[config.mk]
export PLATFORM = sky130hd
export DESIGN_NAME = beat_addr_counter_flat
export DESIGN_NICKNAME = d
export VERILOG_FILES = /design/src/axi_upsizer_pkg.sv /design/src/upsize_track_if.sv /design/src/beat_addr_counter.sv /design/src/flat_wrapper.sv
export SDC_FILE = /design/constraint.sdc
export NUM_CORES = 1
export LEC_CHECK = 0
export ABC_AREA = 0
export BUFFER_PORTS_ARGS = -buffer_cell sky130_fd_sc_hd__clkbuf_2
export CORE_MARGIN = 5
export CORE_UTILIZATION = 46
export CTS_CLUSTER_DIAMETER = 80
export DETAILED_ROUTE_END_ITERATION = 10
export GPL_ROUTABILITY_DRIVEN = 0
export PLACE_DENSITY = 0.82
export SKIP_LAST_GASP = 1
export SLEW_MARGIN = 10
export SYNTH_ARGS = -nofsm -noshare
export SYNTH_HDL_FRONTEND = slang
export SYNTH_SLANG_ARGS = --single-unit
[constraint.sdc]
create_clock -name clk_i -period 2.84 [get_ports clk_i]
set_input_delay 0.284 -clock clk_i [delete_from_list [all_inputs] [get_ports clk_i]]
set_output_delay 0.284 -clock clk_i [all_outputs]
set_load 0.03 [all_outputs]
[src/axi_upsizer_pkg.sv]
package axi_upsizer_pkg;

  // Port widths
  localparam int NarrowDataWidth = 32;
  localparam int WideDataWidth   = 64;
  localparam int NarrowStrbWidth = 4;
  localparam int WideStrbWidth   = 8;
  localparam int AddrWidth       = 32;
  localparam int IdWidth         = 4;

  // Size code of a full wide beat, also the wide word offset width
  localparam int WideMaxSize = 3;

  typedef logic [AddrWidth-1:0] addr_t;
  typedef logic [IdWidth-1:0]   id_t;
  typedef logic [7:0]           len_t;
  typedef logic [2:0]           size_t;
  typedef logic [3:0]           cache_t;
  typedef logic [1:0]           resp_t;

  // Narrow beats still to accept, one more than a len value
  typedef logic [8:0] beat_cnt_t;

  typedef enum logic [1:0] {
    BURST_FIXED = 2'b00,
    BURST_INCR  = 2'b01,
    BURST_WRAP  = 2'b10
  } burst_e;

  // Byte-grouped data words
  typedef logic [NarrowDataWidth/8-1:0][7:0] narrow_data_t;
  typedef logic [WideDataWidth/8-1:0][7:0]   wide_data_t;
  typedef logic [NarrowStrbWidth-1:0]        narrow_strb_t;
  typedef logic [WideStrbWidth-1:0]          wide_strb_t;

  typedef struct packed {
    id_t    id;
    addr_t  addr;
    len_t   len;
    size_t  size;
    burst_e burst;
    cache_t cache;
  } aw_beat_t;

  // Clear the address bits below the beat size
  function automatic addr_t aligned_addr(addr_t addr, size_t size);
    return (addr >> size) << size;
  endfunction

  // Bit 1 of the cache attribute allows the interconnect to reshape the burst
  function automatic logic is_modifiable(cache_t cache);
    return cache[1];
  endfunction

  // Only modifiable INCR bursts with more than one beat get packed
  function automatic logic needs_upsize(aw_beat_t aw);
    return (aw.burst == BURST_INCR) && is_modifiable(aw.cache) && (aw.len != '0);
  endfunction

  // Wide words touched between the first and the last narrow beat, minus one
  function automatic len_t upsized_len(aw_beat_t aw);
    addr_t first_word;
    addr_t last_beat;
    addr_t last_word;
    first_word = aligned_addr(aw.addr, size_t'(WideMaxSize));
    last_beat  = aligned_addr(aw.addr, aw.size) + (addr_t'(aw.len) << aw.size);
    last_word  = aligned_addr(last_beat, size_t'(WideMaxSize));
    return len_t'((last_word - first_word) >> WideMaxSize);
  endfunction

endpackage

[src/upsize_track_if.sv]
interface upsize_track_if import axi_upsizer_pkg::*; ();

  // Pulse that loads a new burst into the counter
  logic      start;
  logic      upsizing;
  // Address and size of the narrow beat now expected
  addr_t     beat_addr;
  size_t     beat_size;
  beat_cnt_t beats_left;
  logic      beat_fire;
  // The beat now expected closes the wide word
  logic      word_done;

  modport fsm (
    output start, upsizing,
    input  beats_left
  );

  modport counter (
    input  start, beat_fire, upsizing,
    output beat_addr, beat_size, beats_left, word_done
  );

  modport packer (
    output beat_fire,
    input  beat_addr, beat_size, beats_left, word_done
  );

endinterface

[src/beat_addr_counter.sv]
module beat_addr_counter import axi_upsizer_pkg::*; (
  input  logic                   clk_i,
  input  logic                   rst_ni,
  input  aw_beat_t               s_aw_i,
  upsize_track_if.counter        trk
);

  addr_t     addr_q;
  size_t     size_q;
  burst_e    burst_q;
  beat_cnt_t left_q;
  addr_t     next_addr;
  logic      word_cross;

  // FIXED bursts keep hitting the same address
  always_comb begin
    next_addr = addr_q;
    if (burst_q == BURST_INCR) begin
      next_addr = aligned_addr(addr_q, size_q) + (addr_t'(1) << size_q);
    end
  end

  assign word_cross = next_addr[AddrWidth-1:WideMaxSize] != addr_q[AddrWidth-1:WideMaxSize];

  always_ff @(posedge clk_i or negedge rst_ni) begin
    if (!rst_ni) begin
      addr_q  <= '0;
      size_q  <= '0;
      burst_q <= BURST_FIXED;
      left_q  <= '0;
    end else if (trk.start) begin
      addr_q  <= s_aw_i.addr;
      size_q  <= s_aw_i.size;
      burst_q <= s_aw_i.burst;
      left_q  <= beat_cnt_t'(s_aw_i.len) + beat_cnt_t'(1);
    end else if (trk.beat_fire) begin
      addr_q <= next_addr;
      left_q <= left_q - beat_cnt_t'(1);
    end
  end

  assign trk.beat_addr  = addr_q;
  assign trk.beat_size  = size_q;
  assign trk.beats_left = left_q;

  // In passthrough every narrow beat is its own wide beat
  assign trk.word_done = !trk.upsizing || (left_q <= beat_cnt_t'(1)) || word_cross;

endmodule

[src/flat_wrapper.sv]
// flat-port wrapper written by rule: the top's interface ports become plain ports
module beat_addr_counter_flat import axi_upsizer_pkg::*;
  (clk_i, rst_ni, s_aw_i, trk_start, trk_beat_fire, trk_upsizing, trk_beat_addr, trk_beat_size, trk_beats_left, trk_word_done);
  upsize_track_if trk_i ();
  input  logic clk_i;
  input  logic rst_ni;
  input  aw_beat_t s_aw_i;
  input wire logic [$bits(trk_i.start)-1:0] trk_start;
  input wire logic [$bits(trk_i.beat_fire)-1:0] trk_beat_fire;
  input wire logic [$bits(trk_i.upsizing)-1:0] trk_upsizing;
  output wire logic [$bits(trk_i.beat_addr)-1:0] trk_beat_addr;
  output wire logic [$bits(trk_i.beat_size)-1:0] trk_beat_size;
  output wire logic [$bits(trk_i.beats_left)-1:0] trk_beats_left;
  output wire logic [$bits(trk_i.word_done)-1:0] trk_word_done;
  assign trk_i.start = trk_start;
  assign trk_i.beat_fire = trk_beat_fire;
  assign trk_i.upsizing = trk_upsizing;
  assign trk_beat_addr = trk_i.beat_addr;
  assign trk_beat_size = trk_i.beat_size;
  assign trk_beats_left = trk_i.beats_left;
  assign trk_word_done = trk_i.word_done;
  beat_addr_counter u_core (.clk_i(clk_i), .rst_ni(rst_ni), .s_aw_i(s_aw_i), .trk(trk_i));
endmodule
==> results of run 1 <==
==> worst reg2reg max path: cells and delay by family, from the launching register on <==
family	cells	cell delay, ns
DFF	1	0.50
adders and majority gates	2	0.44
AOI/OAI and AO/OA	3	0.37
xor gates and xnor gates	1	0.14
and+or+nand+nor	4	0.84
buffers and inverters	2	0.31
==> logic make-up after synthesis <==
family,after synthesis,share of synthesized area (%)
XOR/XNOR,45,12.7
multiplexers,13,4.46
buffers and inverters,26,3.38
flip-flops,46,37.0
AO/OA/AOI/OAI,77,14.8
AND/OR/NAND/NOR,142,22.7
adder cells (fa/ha/maj),12,5.06
==> repair_timing <==
item	CTS	global route
hold buffers	0	0
pin swaps	14	21
buffers inserted	10	5
setup endpoints to repair	1	6
resized for setup	13	17
==> metal layers <==
layer / vias to the layer above / part of all wire, % / global-route usage, %
li1: 1481 / - / -
met1: 1427 / 42 / 23.4
met2: 73 / 52 / 34.8
met3: 10 / 4.4 / 4.02
met4: 0 / 1.3 / 4.70
met5: - / 0 / 0
==> cells in the mapped netlist, types with 2 or more instances <==
cell type / count / area, µm²
o21ai_1: 26 / 130
a21oi_1: 21 / 105
nand2_1: 50 / 188
nor3_1: 7 / 35.0
nand4_1: 7 / 43.8
nor2b_1: 3 / 18.8
xnor2_1: 22 / 193
dfrtp_1: 46 / 1150
xor2_1: 23 / 201
nand3_1: 15 / 75.1
nor2_1: 24 / 90.1
and3b_1: 2 / 17.5
and3_1: 12 / 75.1
and2_1: 4 / 25.0
nor3b_1: 4 / 30.0
o21ai_0: 10 / 50.1
or3_1: 2 / 12.5
o211ai_1: 2 / 15.0
clkbuf_1: 15 / 56.3
a21o_1: 4 / 30.0
mux2i_1: 6 / 60.1
ha_1: 11 / 138
nor4b_1: 2 / 17.5
or2_2: 2 / 12.5
buf_2: 3 / 15.0
a211o_1: 2 / 17.5
nand3b_1: 2 / 15.0
inv_1: 7 / 26.3
mux2_2: 7 / 78.8
nand2b_1: 3 / 18.8
==> placed cells by master, fill, tap and decap left out, drive strengths merged, types with 2 or more instances in the layout <==
| master | netlist | layout |
|---|---|---|
| and3b | 2 | 2 |
| buf | 4 | 34 |
| o21ai | 36 | 36 |
| a211o | 2 | 2 |
| clkbuf | 15 | 100 |
| or3 | 3 | 3 |
| nand2b | 3 | 3 |
| nor2b | 3 | 3 |
| nand2 | 50 | 50 |
| nor2 | 24 | 24 |
| nand3b | 2 | 2 |
| o211ai | 2 | 2 |
| mux2 | 7 | 7 |
| or2 | 2 | 2 |
| nor3 | 7 | 7 |
| a21oi | 21 | 21 |
| dfrtp | 46 | 46 |
| ha | 11 | 11 |
| mux2i | 6 | 6 |
| a21o | 4 | 4 |
| and2 | 4 | 4 |
| xnor2 | 22 | 22 |
| xor2 | 23 | 23 |
| and3 | 12 | 12 |
| o31ai | 2 | 2 |
| inv | 7 | 7 |
| nand3 | 15 | 15 |
| nor3b | 4 | 4 |
| nor4b | 2 | 2 |
| nand4 | 7 | 7 |
==> stage by stage <==
| stage | std cells | setup slack (ns) | cell area [µm²] | util, % | TNS (ns) |
|---|---|---|---|---|---|
| finish | 557 | -0.378 | 4140 | 62.0 | -0.378 |
| global route | 557 | -0.523 | 4140 | 62.0 | -0.812 |
| CTS | 553 | -0.371 | 4040 | 60.4 | -0.371 |
| detailed placement | 535 | -0.0933 | 3800 | 56.9 | -0.0933 |
| global placement | 535 | 0.0000857 | 3800 | 56.9 | 0 |
| floorplan | 361 | 0.0174 | 3180 | - | 0 |
==> state kept, by name, indices dropped and copies added, names as in the netlist <==
name,cells
u_core.trk.beats_left,9
u_core.trk.beat_addr,32
u_core.burst_q,2
u_core.trk.beat_size,3
==> path summary, 6_finish.rpt <==
| path | from | to | slack [ns] |
|---|---|---|---|
| setup / recovery | u_core.trk.beat_size[1] | trk_word_done | -0.38 |
| hold / removal | rst_ni | u_core.trk.beat_addr[16] | 0.07 |
| setup reg to reg | u_core.trk.beat_size[2] | u_core.trk.beat_addr[26] | 0.11 |
| hold reg to reg | u_core.burst_q[0] | u_core.burst_q[0] | 0.56 |
| max in group asynchronous | rst_ni | u_core.trk.beat_addr[8] | 2.03 |
| min in group clk_i | s_aw_i[9] | u_core.trk.beats_left[0] | 0.19 |
==> power groups by stage <==
stage	combinational (W)	sequential, W	clock, W
final	0.000740	0.000809	0.000486
after global routing	0.000804	0.000820	0.000525
after CTS	0.000714	0.000807	0.000494
after detailed placement	0.000670	0.000819	0
after global placement	0.000652	0.000813	0
after floorplan	0.000340	0.000927	0
==> cell type report <==
| type | count | area [µm²] |
|---|---|---|
| Sequential cell | 46 | 1150 |
| Clock buffer | 7 | 76.3 |
| Multi-Input combinational cell | 289 | 2020 |
| Clock inverter | 1 | 30.0 |
| Tap cell | 80 | 100 |
| Timing Repair Buffer | 127 | 736 |
| Inverter | 7 | 26.3 |
| Fill cell | 594 | 2540 |
==> impl_metrics.py, run 1 <==
metrics = {
    "detailed_routing": {
        "wl_mm": 8.32,
        "vias": 2991,
        "first_pass_iters": 6,
        "drc": 0,
        "avgViaCountPerCell": 5.37,
        "ant_nets": 0,
        "avgRoutedWirePerCell_um": 14.9,
        "drt_iter0_drc": 54,
    },
    "timing": {
        "tightest_slew_ns": 0.817,
        "fin_crit_ns": 3.22,
        "holdWs_ns": 0.0732,
        "worst_slew_margin_rel_pct": 45.5,
        "hold_viol": 0,
        "rsz0062_at_grt": "true",
        "setup_viol": 1,
        "finalCritPeriodShare_pct": 113,
        "maxSlewViolCount": 0,
        "timing.fmax_ghz": 0.311,
        "fin_skew_ns": 0.00546,
        "setup_ws_ns": -0.378,
    },
    "critical_path": {
        "path_delay_family": "simple AND/OR/NAND/NOR gates",
        "cp_data_required_time_ns": 2.56,
        "r2r_cells": 12,
        "start_kind": "flip-flop",
        "cp_num_buf_inv": 3,
        "crit_cells": 10,
        "worstPathArrival_ns": 2.93,
        "critPathMaxStageDelay_ns": 0.47,
        "crit_chain": "buf_4, buf_4, and3_4, ha_2, or3_4, a211o_1, and3_4, a2111oi_4, a31oi_4, buf_8",
        "cp_max_fo": 5,
        "critical_path_class": "reg -> out",
        "endpoint_kind": "output pin",
        "cp_slowest_cell": "dfrtp_2",
    },
    "placed_design": {
        "io_buffers": 94,
        "post-dp-hpwl_mm": 6.22,
    },
    "clock_tree": {
        "cts_made_buffers": 5,
        "cts_tree": "done",
        "cts_buffer_depth": 2,
        "clk_latency_ns": 0.29,
        "path_clk_slew_ns": 0.09,
        "htree_levels": 2,
        "clock-sinks": 46,
        "clock-root-buffer": "clkbuf_8",
    },
    "pwr": {
        "p_per_area_nw_per_um2": 491,
        "power_switching_share_pct": 36.1,
        "pwr-share-seq_pct": 39.8,
        "switchingPower_w": 0.000735,
        "clockPowerShare_pct": 23.9,
        "power_frac_comb_pct": 36.4,
        "total_power_w": 0.00204,
        "p_leak_nw": 1.95,
        "internal-power_w": 0.00130,
        "ir_worst_vdd_v": 0.000274,
    },
    "layout": {
        "antennaDiodeCount": 0,
        "nets": 546,
        "final_layout_size_suffix_gt1_share_pct": 37.3,
        "syn_to_final_growth_pct": 33.1,
    },
    "floorplanning": {
        "initial_core_util_pct": 46.6,
        "fp-row-count": 30,
        "core-area_um2": 6680,
        "boundaryPins": 103,
        "design.die.area_um2": 8510,
        "die_w_um": 92.3,
        "die_h_um": 92.3,
    },
    "synthesis": {
        "async_flop_share_pct": 100,
        "synth-edff-count": 0,
        "yosys_most_used_dff": "dfrtp_1",
        "synth-seq-area-share_pct": 37.0,
        "yosys_warnings": 0,
        "ys_ff_latch": 46,
        "syn_inst": 361,
        "netlist_area_um2": 3110,
        "synth_cell_type_count": 47,
        "synth_area_per_cell_um2": 8.62,
        "syn_nets": 431,
    },
    "status": {
        "outcome": "finished with violations",
        "failed_checks": "negative setup slack",
    },
    "grt": {
        "antenna_found_initial": 0,
        "gr-usage-all-layers_pct": 19.3,
        "grt_pass1_vias": 2979,
        "grt_pass1_wl_mm": 13.5,
        "gr-total-overflow": 0,
        "grt_start_max_net_pins": 38,
    },
    "flow_run": {
        "cap_violations": 0,
    },
    "min_path": {
        "hp-class": "in -> async",
    },
}
Note: power is estimated with default switching activity, not from simulation.
==> run 2, diff against run 1 <==
--- a/config.mk
+++ b/config.mk
@@ -7,6 +7,7 @@
 export LEC_CHECK = 0
 export ABC_AREA = 0
 export BUFFER_PORTS_ARGS = -buffer_cell sky130_fd_sc_hd__clkbuf_2
+export CORE_ASPECT_RATIO = 0.8
 export CORE_MARGIN = 5
 export CORE_UTILIZATION = 46
 export CTS_CLUSTER_DIAMETER = 80
==> impl_metrics.py, run 2 (synthesis results as in run 1) <==
metrics = {
    "critical_path": {
        "worstPathArrival_ns": 2.92,
        "crit_top_cell": "nand2_1",
        "cp_max_fo": 7,
        "endpoint_kind": "output pin",
        "critPathMaxStageDelay_ns": 0.51,
        "cp_slowest_cell": "dfrtp_2",
        "path_delay_family": "compound AO/OA/AOI/OAI gates",
        "critical_path_class": "reg -> out",
        "cp_data_required_time_ns": 2.56,
        "cp_num_buf_inv": 2,
        "crit_chain": "buf_6, nand2_1, and2_1, ha_1, o21a_1, o22a_2, nand2_1, nand2b_1, a2111oi_4, a31oi_4, clkbuf_8",
        "start_kind": "flip-flop",
    },
    "grt": {
        "gr-usage-all-layers_pct": 20.2,
        "grt_start_max_net_pins": 40,
        "gr-total-overflow": 0,
        "antenna_found_initial": 0,
        "grt_pass1_vias": 3006,
        "grt_pass1_wl_mm": 14.1,
    },
    "layout": {
        "mostFrequentLayoutCells": "clkbuf_2, nand2_1, dfrtp_1, buf_4",
        "syn_to_final_growth_pct": 31.7,
        "nets": 543,
        "multiInputGateArea_um2": 2010,
        "design_area_um2": 4100,
        "fin_util_pct": 63.3,
        "seqCellArea_um2": 1150,
        "antennaDiodeCount": 0,
        "largest_reg_flops": 32,
        "fill_cells": 537,
        "layout_commonest_cell": "clkbuf_2",
        "final_layout_size_suffix_gt1_share_pct": 36.1,
    },
    "detailed_routing": {
        "vias": 3027,
        "drc": 0,
        "drt_iter0_drc": 100,
        "ant_nets": 0,
        "avgRoutedWirePerCell_um": 15.3,
        "avgViaCountPerCell": 5.42,
        "wl_mm": 8.51,
        "first_pass_iters": 4,
    },
    "pwr": {
        "clockPowerShare_pct": 21.0,
        "power_frac_comb_pct": 37.6,
        "switchingPower_w": 0.000761,
        "p_leak_nw": 1.96,
        "power_switching_share_pct": 38.7,
        "p_per_area_nw_per_um2": 479,
        "internal-power_w": 0.00120,
        "pwr-share-seq_pct": 41.4,
        "ir_worst_vdd_v": 0.000319,
    },
    "placed_design": {
        "io_buffers": 94,
        "dp_slack_ns": -0.0662,
        "post-dp-hpwl_mm": 6.59,
        "place_area_um2": 3850,
    },
    "flow_run": {
        "cap_violations": 0,
    },
    "timing": {
        "setup_viol": 1,
        "maxSlewViolCount": 0,
        "timing.fmax_ghz": 0.312,
        "setup_ws_ns": -0.363,
        "hold_viol": 0,
        "fin_skew_ns": 0.00603,
        "rsz0062_at_grt": "true",
        "tightest_slew_ns": 0.759,
        "worst_slew_margin_rel_pct": 49.4,
        "finalCritPeriodShare_pct": 113,
        "fin_crit_ns": 3.20,
    },
    "min_path": {
        "hp-class": "in -> async",
    },
    "clock_tree": {
        "path_clk_slew_ns": 0.09,
        "clock-root-buffer": "clkbuf_8",
        "htree_levels": 2,
        "clock-sinks": 46,
        "cts_made_buffers": 5,
        "clk_latency_ns": 0.30,
        "cts_tree": "done",
        "cts_buffer_depth": 2,
    },
    "floorplanning": {
        "design.die.area_um2": 8520,
        "die_h_um": 83.6,
        "initial_core_util_pct": 48.1,
        "fp-row-count": 26,
        "boundaryPins": 103,
        "core-area_um2": 6470,
        "die_w_um": 102,
    },
    "status": {
        "outcome": "finished with violations",
        "failed_checks": "negative setup slack",
    },
}
-- run 2: cell count changes in the layout (fill, tap and decap cells not counted), sizes merged --
cell	before	now
clkbuf	100	99
buf	34	30
clkinv	0	2
bufinv	1	0
clkinvlp	0	1
-- run 2: area by class of cell --
cell class | count | share of cell area, %
Clock buffer | 5 | 1.68
Clock inverter | 3 | 0.519
Inverter | 7 | 0.641
Multi-Input combinational cell | 289 | 49.0
Sequential cell | 46 | 28.2
Tap cell | 84 | 2.56
Timing Repair Buffer | 124 | 17.4
-- run 2: routing by layer --
metal	track usage, %	vias to the layer above	wire length [µm]	part of all wire, %
li1	-	1480	-	-
met1	27.0	1432	3670	43
met2	32.3	93	4050	48
met3	3.93	22	549	6.4
met4	7.03	0	240	2.8
met5	0	-	0	0
-- run 2: power groups by stage --
stage                     registers [W]  clock network [W]  logic [W]
after CTS                      0.000811           0.000426   0.000723
after global routing           0.000826           0.000451   0.000798
final                          0.000813           0.000412   0.000738
after detailed placement       0.000820                  0   0.000684
after global placement         0.000813                  0   0.000660
after floorplan                0.000927                  0   0.000340
-- run 2: metrics by stage --
stage / cells / hold slack, ns / total power (W) / setup TNS, ns
floorplan: 361 / -0.0116 / 0.00127 / 0
global placement: 544 / 0.378 / 0.00147 / 0
detailed placement: 544 / 0.390 / 0.00150 / -0.0662
CTS: 557 / 0.0657 / 0.00196 / -0.368
global route: 558 / 0.104 / 0.00208 / -0.475
finish: 558 / 0.0243 / 0.00196 / -0.363
-- run 2: path summary, 6_finish.rpt --
path | slack, ns | endpoint | depth (start not counted) | startpoint
min | 0.02 | u_core.trk.beat_addr[15] | 1 | rst_ni
max in group asynchronous | 2.08 | u_core.trk.beat_addr[5] | 2 | rst_ni
min in group clk_i | 0.18 | u_core.trk.beats_left[0] | 2 | s_aw_i[9]
max reg2reg | 0.19 | u_core.trk.beat_addr[30] | 11 | u_core.trk.beat_size[2]
max | -0.36 | trk_word_done | 11 | u_core.trk.beat_size[2]
min reg2reg | 0.56 | u_core.burst_q[0] | 1 | u_core.burst_q[0]
-- run 2: timing repair --
action | 4_1_cts | 5_1_grt
setup endpoints to repair | 1 | 6
setup buffers | 5 | 1
hold buffers | 0 | 0
pin swaps | 14 | 1
resized for setup | 19 | 5
