[src/axi_upsizer_pkg.sv]
package axi_upsizer_pkg;

  // Port widths
  localparam int NarrowDataWidth = 32;
  localparam int WideDataWidth   = 64;
  localparam int NarrowStrbWidth = 4;
  localparam int WideStrbWidth   = 8;
  localparam int AddrWidth       = 32;
  localparam int IdWidth         = 4;

  // Size code of a full wide beat, also the wide word offset width
  localparam int WideMaxSize = 3;

  typedef logic [AddrWidth-1:0] addr_t;
  typedef logic [IdWidth-1:0]   id_t;
  typedef logic [7:0]           len_t;
  typedef logic [2:0]           size_t;
  typedef logic [3:0]           cache_t;
  typedef logic [1:0]           resp_t;

  // Narrow beats still to accept, one more than a len value
  typedef logic [8:0] beat_cnt_t;

  typedef enum logic [1:0] {
    BURST_FIXED = 2'b00,
    BURST_INCR  = 2'b01,
    BURST_WRAP  = 2'b10
  } burst_e;

  // Byte-grouped data words
  typedef logic [NarrowDataWidth/8-1:0][7:0] narrow_data_t;
  typedef logic [WideDataWidth/8-1:0][7:0]   wide_data_t;
  typedef logic [NarrowStrbWidth-1:0]        narrow_strb_t;
  typedef logic [WideStrbWidth-1:0]          wide_strb_t;

  typedef struct packed {
    id_t    id;
    addr_t  addr;
    len_t   len;
    size_t  size;
    burst_e burst;
    cache_t cache;
  } aw_beat_t;

  // Clear the address bits below the beat size
  function automatic addr_t aligned_addr(addr_t addr, size_t size);
    return (addr >> size) << size;
  endfunction

  // Bit 1 of the cache attribute allows the interconnect to reshape the burst
  function automatic logic is_modifiable(cache_t cache);
    return cache[1];
  endfunction

  // Only modifiable INCR bursts with more than one beat get packed
  function automatic logic needs_upsize(aw_beat_t aw);
    return (aw.burst == BURST_INCR) && is_modifiable(aw.cache) && (aw.len != '0);
  endfunction

  // Wide words touched between the first and the last narrow beat, minus one
  function automatic len_t upsized_len(aw_beat_t aw);
    addr_t first_word;
    addr_t last_beat;
    addr_t last_word;
    first_word = aligned_addr(aw.addr, size_t'(WideMaxSize));
    last_beat  = aligned_addr(aw.addr, aw.size) + (addr_t'(aw.len) << aw.size);
    last_word  = aligned_addr(last_beat, size_t'(WideMaxSize));
    return len_t'((last_word - first_word) >> WideMaxSize);
  endfunction

endpackage

[src/upsize_track_if.sv]
interface upsize_track_if import axi_upsizer_pkg::*; ();

  // Pulse that loads a new burst into the counter
  logic      start;
  logic      upsizing;
  // Address and size of the narrow beat now expected
  addr_t     beat_addr;
  size_t     beat_size;
  beat_cnt_t beats_left;
  logic      beat_fire;
  // The beat now expected closes the wide word
  logic      word_done;

  modport fsm (
    output start, upsizing,
    input  beats_left
  );

  modport counter (
    input  start, beat_fire, upsizing,
    output beat_addr, beat_size, beats_left, word_done
  );

  modport packer (
    output beat_fire,
    input  beat_addr, beat_size, beats_left, word_done
  );

endinterface

[src/w_burst_fsm.sv]
module w_burst_fsm import axi_upsizer_pkg::*; (
  input  logic                   clk_i,
  input  logic                   rst_ni,
  input  aw_beat_t               s_aw_i,
  input  logic                   s_aw_valid_i,
  output logic                   s_aw_ready_o,
  output aw_beat_t               m_aw_o,
  output logic                   m_aw_valid_o,
  input  logic                   m_aw_ready_i,
  input  logic                   m_w_done_i,
  output logic                   aw_pending_o,
  upsize_track_if.fsm            trk
);

  typedef enum logic [1:0] {
    ST_IDLE,
    ST_PASS,
    ST_UPSIZE
  } state_e;

  state_e   state_q;
  state_e   state_d;
  aw_beat_t aw_q;
  aw_beat_t aw_rewritten;
  logic     aw_valid_q;
  logic     aw_accept;
  logic     burst_end;

  // Final wide beat leaves while no narrow beat is outstanding
  assign burst_end = m_w_done_i && (trk.beats_left == '0);

  // Idle, or about to be idle on this edge
  assign s_aw_ready_o = (state_q == ST_IDLE) || burst_end;
  assign aw_accept    = s_aw_valid_i && s_aw_ready_o;

  always_comb begin
    aw_rewritten = s_aw_i;
    if (needs_upsize(s_aw_i)) begin
      aw_rewritten.len  = upsized_len(s_aw_i);
      aw_rewritten.size = size_t'(WideMaxSize);
    end
  end

  always_comb begin
    state_d = state_q;
    if (s_aw_ready_o) begin
      if (aw_accept) begin
        state_d = needs_upsize(s_aw_i) ? ST_UPSIZE : ST_PASS;
      end else begin
        state_d = ST_IDLE;
      end
    end
  end

  always_ff @(posedge clk_i or negedge rst_ni) begin
    if (!rst_ni) begin
      state_q    <= ST_IDLE;
      aw_valid_q <= 1'b0;
    end else begin
      state_q <= state_d;
      if (aw_accept) begin
        aw_valid_q <= 1'b1;
      end else if (m_aw_ready_i) begin
        aw_valid_q <= 1'b0;
      end
    end
  end

  // Request held until the wide slave takes it
  always_ff @(posedge clk_i) begin
    if (aw_accept) begin
      aw_q <= aw_rewritten;
    end
  end

  assign m_aw_o       = aw_q;
  assign m_aw_valid_o = aw_valid_q;
  assign aw_pending_o = aw_valid_q;

  assign trk.start    = aw_accept;
  assign trk.upsizing = (state_q == ST_UPSIZE);

endmodule

[src/flat_wrapper.sv]
// flat-port wrapper written by rule: the top's interface ports become plain ports
module w_burst_fsm_flat import axi_upsizer_pkg::*;
  (clk_i, rst_ni, s_aw_i, s_aw_valid_i, s_aw_ready_o, m_aw_o, m_aw_valid_o, m_aw_ready_i, m_w_done_i, aw_pending_o, trk_start, trk_upsizing, trk_beats_left);
  upsize_track_if trk_i ();
  input  logic clk_i;
  input  logic rst_ni;
  input  aw_beat_t s_aw_i;
  input  logic s_aw_valid_i;
  output logic s_aw_ready_o;
  output aw_beat_t m_aw_o;
  output logic m_aw_valid_o;
  input  logic m_aw_ready_i;
  input  logic m_w_done_i;
  output logic aw_pending_o;
  output wire logic [$bits(trk_i.start)-1:0] trk_start;
  output wire logic [$bits(trk_i.upsizing)-1:0] trk_upsizing;
  input wire logic [$bits(trk_i.beats_left)-1:0] trk_beats_left;
  assign trk_start = trk_i.start;
  assign trk_upsizing = trk_i.upsizing;
  assign trk_i.beats_left = trk_beats_left;
  w_burst_fsm u_core (.clk_i(clk_i), .rst_ni(rst_ni), .s_aw_i(s_aw_i), .s_aw_valid_i(s_aw_valid_i), .s_aw_ready_o(s_aw_ready_o), .m_aw_o(m_aw_o), .m_aw_valid_o(m_aw_valid_o), .m_aw_ready_i(m_aw_ready_i), .m_w_done_i(m_w_done_i), .aw_pending_o(aw_pending_o), .trk(trk_i));
endmodule
[config.mk]
export PLATFORM = sky130hd
export DESIGN_NAME = w_burst_fsm_flat
export DESIGN_NICKNAME = d
export VERILOG_FILES = /design/src/axi_upsizer_pkg.sv /design/src/upsize_track_if.sv /design/src/w_burst_fsm.sv /design/src/flat_wrapper.sv
export SDC_FILE = /design/constraint.sdc
export NUM_CORES = 1
export LEC_CHECK = 0
export BUFFER_PORTS_ARGS = -buffer_cell sky130_fd_sc_hd__buf_2
export CAP_MARGIN = 0
export CORE_UTILIZATION = 25
export CTS_CLUSTER_DIAMETER = 100
export DETAILED_ROUTE_END_ITERATION = 8
export PLACE_DENSITY = 0.54
export SYNTH_ARGS = -nofsm -noshare
export SYNTH_HDL_FRONTEND = slang
export SYNTH_SLANG_ARGS = --single-unit
[constraint.sdc]
create_clock -name clk_i -period 2.8 [get_ports clk_i]
set_input_delay 0.42 -clock clk_i [delete_from_list [all_inputs] [get_ports clk_i]]
set_output_delay 0.42 -clock clk_i [all_outputs]
set_load 0.05 [all_outputs]
==> summary.txt, run 1 <==
Hold path
  – Hold_sp: s_aw_i[43]
  – HP Class: input port to flop
  – Hold depth: 1
  – Hold worst-path end: u_core.m_aw_o[43]

Place
  – HPWL Detailed: between 6000 and 7000 um
  – Final estimated routing congestion in global placement: 0.807
  – Dpl cells: 600
  – Port bufs: 124

Timing
  – Post-route minimum period: 4.12 ns
  – Max frequency: approximately 240 MHz
  – Final hold violation count: 0
  – Hold slack: 0.296 ns
  – Final Max Slew Viols: 0
  – Relative slew slack: 72.9%
  – Slew @ Worst Pin: 0.407 ns
  – RSZ-0062 raised after global routing: yes
  – Fin crit share: 147%
  – Setup Skew: 0.00302 ns
  – Number of setup violations in the final report: 7
  – Final WS setup: -1.32 ns

Yosys
  – Yosys cell types: between 40 and 50
  – Predominant post-synthesis flop cell: edfxtp_1
  – Synth area leader: edfxtp_1
  – Most numerous cell in the Yosys netlist: edfxtp_1
  – Post-synth top area share: 51.2%
  – Cell Area, Synth: 3110 um2
  – Avg Synthesized Cell Area: 11.7 um2
  – Dominant cells by area after synthesis: edfxtp_1, ha_1, mux4_2, mux2_2, nand2_1
  – Register area share after synthesis: 53.6%
  – Syn_nets: 349
  – Register bit total from synthesis: 56
  – Post-synth ARST share: approximately 5.4%
  – Top cells by count, synth: edfxtp_1, nand2_1, o21ai_0, ha_1, nor2_1
  – Synth Instances: 265
  – Yosys warns: 0
  – Post-synth EDFFs: 53

Critical path
  – Reg2Reg Depth: 4
  – Startpoint class of the critical path: input port
  – Req. time, crit path: 2.84 ns
  – Critical path capture point type: flop
  – WP data arrival: between 4 and 5 ns
  – Worst R2R Start: u_core.state_q[1]
  – Crit Path Class: input port to flop
  – Reg-to-Reg End: u_core.m_aw_o[21]
  – R2R Setup Slk: around 1.4 ns
  – CP Max Fanout: 5

Detailed routing
  – Final ANT Viol Nets: 0
  – Number of remaining DRC errors: 0
  – Vias per Instance: 4.46
  – Routed vias: 2,759
  – 1st-iter DRT viols: 144
  – Drt first pass iters: 4
  – Total wire length: 8320 um
  – Avg WL per Cell: 13.4 um

Die
  – Die Wd: 114 um
  – Chip height: 114 um
  – Core area: around 12,000 um2
  – Num rows: 40
  – Initial Utilization: 25.8%
  – Die ar.: 12,900 um2
  – # IOs: 125

Global route
  – Total GRT Usage: 12.6%
  – Pin count of the biggest net entering global routing: 25
  – Vias in the first global route: 2,726
  – Congestion Overflow GR: 0
  – Initial antenna violation count: 0
  – First-pass GRT wire length: around 13,000 um

Outcome
  – Violated checks: negative setup slack
  – Status: complete, but fails checks

Pwr
  – Cell Pwr Density: 554 nW/um2
  – Peak VDD IR: just over 200 uV
  – LEAKAGE: ~2.1 nW

Clock tree
  – Clk buf depth: 2
  – Clk slew on worst S/H paths: about 0.07 ns
  – Root buffer cell: clkbuf_16
  – # H-tree levels: 2
  – CTS tree: done
  – Sink Count: 56
  – Worst skew pair latency: ~0.29 ns
  – Num CTS Buffers: 5

Finish
  – Filler instances: roughly 1,200
  – Area Overhead vs Synth: 52.8%
  – Finished Layout Cells: between 600 and 700
  – # diodes: 0
  – NumNets Final: 534
  – Final Util: 39.4%
  – Layout cells sized above 1: 53.7%

Job
  – Max Cap Viol: 0
-- area by class of cell --
type / instances / area, um2 / share of cell area (%)
multi-input combinational: 181 / 1470 / 31.0
clock inverter: 3 / 42.5 / 0.895
inverter: 14 / 56.3 / 1.19
tap: 168 / 210 / 4.42
sequential: 56 / 1670 / 35.1
timing repair buffer: 192 / 1180 / 24.8
clock buffer: 5 / 125 / 2.63
-- critical path, stage by stage --
cell     delay, ns
buf_12        0.11
mux2_4        0.29
mux4_2        0.47
mux2_4        0.27
mux2i_1       0.13
o22ai_1       0.09
ha_1          0.38
a21oi_2       0.20
a21oi_2       0.07
a221o_1       0.32
o21a_1        0.22
nor2_2        0.13
ha_1          0.25
or2_4         0.24
a21oi_2       0.12
a31oi_1       0.06
xor2_1        0.17
xnor2_1       0.16
o21ai_1       0.07
-- report_power, final --
part,internal (mW),leakage [nW],switching [mW]
logic,0.428,1.50,0.508
clock network,0.421,0.0814,0.284
registers,0.976,0.516,0.0162
total,1.83,2.10,0.808
-- layout by cell type (no fill, tap or decap), types with 2 or more instances in the layout --
master and count:
nor2_2 4, buf_6 4, buf_4 62, o31ai_1 3, xor2_1 4, mux2i_4 2
mux2_2 5, mux2i_1 7, mux4_2 6, o21a_1 3, nand3_1 3, nor2b_1 4
and3_1 2, nand2_1 28, nor2_1 10, nand4b_1 2, a21oi_1 7, mux2_4 5
o21ai_0 11, ha_1 15, nor3_1 4, o21ai_1 7, nand2b_1 3, buf_2 123
o22ai_1 5, clkbuf_16 5, nand2_2 2, a21oi_2 4, edfxtp_1 53, xnor2_1 4
nor4_1 4, buf_12 2, o21ai_2 4, dfrtp_1 3, inv_1 12
-- state kept, by name, summed over array words and instances, names as in the netlist --
| signal | flops |
|---|---|
| u_core.m_aw_o | 53 |
| u_core.aw_pending_o | 1 |
| u_core.state_q | 2 |
-- metrics by stage --
stage	TNS [ns]	total power [mW]	cell area, um2	setup slack, ns
6_report	-6.23	2.63	4750	-1.32
2_1_floorplan	-5.65	1.54	3150	-1.38
3_3_place_gp	-8.51	1.81	4340	-1.53
4_1_cts	-5.68	2.61	4640	-1.23
3_5_place_dp	-9.38	1.83	4340	-1.67
5_1_grt	-7.18	2.77	4750	-1.48
-- timing repair --
| action | 4_1_cts | 5_1_grt |
|---|---|---|
| hold buffers | 1 | 0 |
| buffers inserted | 7 | 5 |
| resized for setup | 23 | 21 |
| endpoints found under the setup margin | 7 | 7 |
| pin swaps | 12 | 16 |
| endpoints found under the hold margin | 3 | 0 |
| gates cloned | 0 | 0 |
-- worst max-delay path by stage --
stage	slack (ns)	to	start	depth (start not counted)
global placement	-1.53	u_core.m_aw_o[16]	s_aw_i[6]	21
CTS	-1.23	u_core.m_aw_o[16]	s_aw_i[6]	19
global route	-1.48	u_core.m_aw_o[16]	s_aw_i[6]	19
finish	-1.32	u_core.m_aw_o[16]	s_aw_i[6]	19
floorplan	-1.38	u_core.m_aw_o[16]	s_aw_i[6]	19
detailed placement	-1.67	u_core.m_aw_o[16]	s_aw_i[6]	21
-- cell families (layout without fill, tap and decap cells) --
| group | after synthesis | count (layout) | share of synthesized area [%] |
|---|---|---|---|
| AND/OR/NAND/NOR | 78 | 78 | 12.3 |
| flip-flops | 56 | 56 | 53.6 |
| AO/OA/AOI/OAI | 53 | 53 | 10.1 |
| buffers and inverters | 28 | 214 | 3.86 |
| multiplexers | 25 | 25 | 10.9 |
| adder cells (fa/ha/maj) | 17 | 17 | 7.08 |
| XOR/XNOR | 8 | 8 | 2.25 |
-- metal layers --
layer  global-route usage, %  wire length [um]  vias to the layer above
met5                       0                 0                        -
met4                    4.30               141                        0
met3                    2.76               447                        8
met2                    23.8              4420                       83
met1                    13.9              3310                     1318
li1                        -                 -                     1350
(Power assumes the default switching activity.)
==> run 2, diff against run 1 <==
--- a/config.mk
+++ b/config.mk
@@ -11,6 +11,8 @@
 export CTS_CLUSTER_DIAMETER = 100
 export DETAILED_ROUTE_END_ITERATION = 8
 export PLACE_DENSITY = 0.54
+export RECOVER_POWER = 25
+export SLEW_MARGIN = 20
 export SYNTH_ARGS = -nofsm -noshare
 export SYNTH_HDL_FRONTEND = slang
 export SYNTH_SLANG_ARGS = --single-unit
==> run 2 against run 1 <==
The flow still finishes with violations (negative setup slack). Critical path type unchanged. Register-to-register slack hardly changed. Via count fell by 0.22%. Core utilization fell by 0.093 points. Clock skew barely moved. Worst hold slack about the same. Final cell count did not move.
==> summary.txt, run 2 (synthesis gave the netlist of run 1 again) <==
Outcome
  – Status: complete, but fails checks (unchanged)
  – Violated checks: negative setup slack (unchanged)

Timing
  – Fin crit share: 147% (about the same)
  – Hold slack: 0.296 ns (about the same)
  – RSZ-0062 raised after global routing: yes (unchanged)
  – Post-route minimum period: 4.11 ns (was 4.12 ns)
  – Relative slew slack: 72.9% (about the same)
  – Setup Skew: 0.00296 ns (was 0.00302 ns)
  – Slew @ Worst Pin: 0.407 ns (about the same)
  – Final hold violation count: 0 (unchanged)
  – Final Max Slew Viols: 0 (unchanged)
  – Max frequency: 243 MHz (about the same)
  – Final WS setup: -1.31 ns (was -1.32 ns)
  – Post-route setup TNS: -6.22 ns (was -6.23 ns)
  – Number of setup violations in the final report: 7 (unchanged)

Pwr
  – Cell Pwr Density: 555 nW/um2 (was 554 nW/um2)
  – Peak VDD IR: 207 uV (about the same)
  – Total power draw: 2.63 mW (about the same)
  – LEAKAGE: 2.07 nW (was 2.10 nW)

Clock tree
  – # H-tree levels: 2 (unchanged)
  – Sink Count: 56 (unchanged)
  – Root buffer cell: clkbuf_16 (unchanged)
  – CTS tree: done (unchanged)
  – Clk slew on worst S/H paths: 0.07 ns (about the same)
  – Worst skew pair latency: 0.29 ns (about the same)
  – Clk buf depth: 2 (unchanged)
  – Num CTS Buffers: 5 (unchanged)

Critical path
  – Reg2Reg Depth: 4 (unchanged)
  – Cell Chain, Critical Path: buf_12 -> mux2_4 -> mux4_2 -> mux2_4 -> mux2i_1 -> o22ai_1 -> ha_1 -> a21oi_2 -> a21oi_2 -> a221o_1 -> o21a_1 -> nor2_2 -> ha_1 -> or2_4 -> a21oi_2 -> a31oi_1 -> xor2_1 -> xnor2_1 -> o21ai_1 (unchanged)
  – Worst R2R Start: u_core.state_q[1] (unchanged)
  – Max incr delay on CP: 0.47 ns (about the same)
  – Critical path's slowest cell: mux4_2 (unchanged)
  – WP data arrival: 4.15 ns (was 4.16 ns)
  – Buf/Inv on CP: 1 (unchanged)
  – Req. time, crit path: 2.84 ns (about the same)
  – CP most frequent cell: a21oi_2 (unchanged)
  – Reg-to-Reg End: u_core.m_aw_o[21] (unchanged)
  – Startpoint class of the critical path: input port (unchanged)
  – Critical path capture point type: flop (unchanged)
  – Crit-path leading delay family: multiplexers (unchanged)
  – CP Max Fanout: 5 (unchanged)
  – R2R Setup Slk: 1.35 ns (about the same)
  – Crit Path Class: input port to flop (unchanged)

Finish
  – Largest register FFs: 53 (unchanged)
  – # diodes: 0 (unchanged)
  – Filler instances: 1,181 (was 1,175)
  – NumNets Final: 534 (unchanged)
  – Most common cell after layout, fill and taps aside: buf_2 (unchanged)
  – Finished Layout Cells: 619 (unchanged)
  – Layout cells sized above 1: 51.7% (was 53.7%)
  – Most frequent cells in the layout: buf_2, buf_4, edfxtp_1 (unchanged)
  – Area Overhead vs Synth: 52.4% (was 52.8%)

Place
  – Port bufs: 124 (unchanged)
  – HPWL Detailed: 6610 um (unchanged)
  – Dpl cells: 600 (unchanged)
  – Pre-CTS setup slack: -1.67 ns (unchanged)
  – Final estimated routing congestion in global placement: 0.807 (unchanged)

Job
  – Max Cap Viol: 0 (unchanged)

Detailed routing
  – Vias per Instance: 4.45 (was 4.46)
  – Routed vias: 2,753 (was 2,759)
  – 1st-iter DRT viols: 144 (unchanged)
  – Final ANT Viol Nets: 0 (unchanged)
  – Avg WL per Cell: 13.4 um (about the same)
  – Total wire length: 8320 um (about the same)
  – Number of remaining DRC errors: 0 (unchanged)
  – Drt first pass iters: 4 (unchanged)

Global route
  – First-pass GRT wire length: 12,700 um (unchanged)
  – Vias in the first global route: 2,726 (unchanged)
  – Congestion Overflow GR: 0 (unchanged)
  – Pin count of the biggest net entering global routing: 25 (unchanged)
  – Initial antenna violation count: 0 (unchanged)
  – Total GRT Usage: 12.6% (unchanged)

Hold path
  – Hold depth: 1 (unchanged)
  – HP Class: input port to flop (unchanged)
  – Hold worst-path end: u_core.m_aw_o[43] (unchanged)
  – Hold_sp: s_aw_i[43] (unchanged)

Die
  – Chip height: 114 um (unchanged)
  – Die ar.: 12,900 um2 (unchanged)
  – Num rows: 40 (unchanged)
  – Die Wd: 114 um (unchanged)
  – Core area: 12,100 um2 (unchanged)
  – # IOs: 125 (unchanged)
  – Initial Utilization: 25.8% (unchanged)
run 2: timing repair:
item | CTS | global route
hold buffers | 1 | 0
setup buffers | 7 | 5
endpoints found under the setup margin | 7 | 7
pin swaps | 12 | 16
endpoints found under the hold margin | 3 | 0
gates resized for setup | 23 | 21
run 2: power by group:
part	internal, mW	switching (mW)	leakage (nW)	total [mW]
logic	0.427	0.508	1.48	0.935
clock network	0.421	0.284	0.0814	0.705
registers	0.976	0.0162	0.516	0.992
total	1.82	0.808	2.07	2.63
run 2: routing by layer:
| metal | GRT usage (%) | vias up | routed length, um |
|---|---|---|---|
| met5 | 0 | - | 0 |
| met3 | 2.76 | 8 | 464 |
| met4 | 4.30 | 0 | 141 |
| li1 | - | 1350 | - |
| met1 | 13.9 | 1310 | 3290 |
| met2 | 23.8 | 85 | 4420 |
run 2: through the flow:
step | util, % | area (um2)
2_1_floorplan | - | 3150
3_3_place_gp | 36.0 | 4340
3_5_place_dp | 36.0 | 4340
6_report | 39.3 | 4740
4_1_cts | 38.5 | 4640
5_1_grt | 39.3 | 4740
run 2: cell type report:
type	count	area, um2	area share (%)
clock buffers	5	125	2.64
inverters	14	56.3	1.19
well taps	168	210	4.44
clock inverters	3	42.5	0.898
repair buffers	192	1160	24.6
multi-input cells	181	1470	31.1
flip-flops and latches	56	1670	35.2
run 2: worst max-delay path by stage:
| stage | cells past startpoint | start | endpoint | slack [ns] |
|---|---|---|---|---|
| 3_3_place_gp | 21 | s_aw_i[6] | u_core.m_aw_o[16] | -1.53 |
| 4_1_cts | 19 | s_aw_i[6] | u_core.m_aw_o[16] | -1.23 |
| 2_1_floorplan | 19 | s_aw_i[6] | u_core.m_aw_o[16] | -1.38 |
| 3_5_place_dp | 21 | s_aw_i[6] | u_core.m_aw_o[16] | -1.67 |
| 6_report | 19 | s_aw_i[6] | u_core.m_aw_o[16] | -1.31 |
| 5_1_grt | 19 | s_aw_i[6] | u_core.m_aw_o[16] | -1.48 |
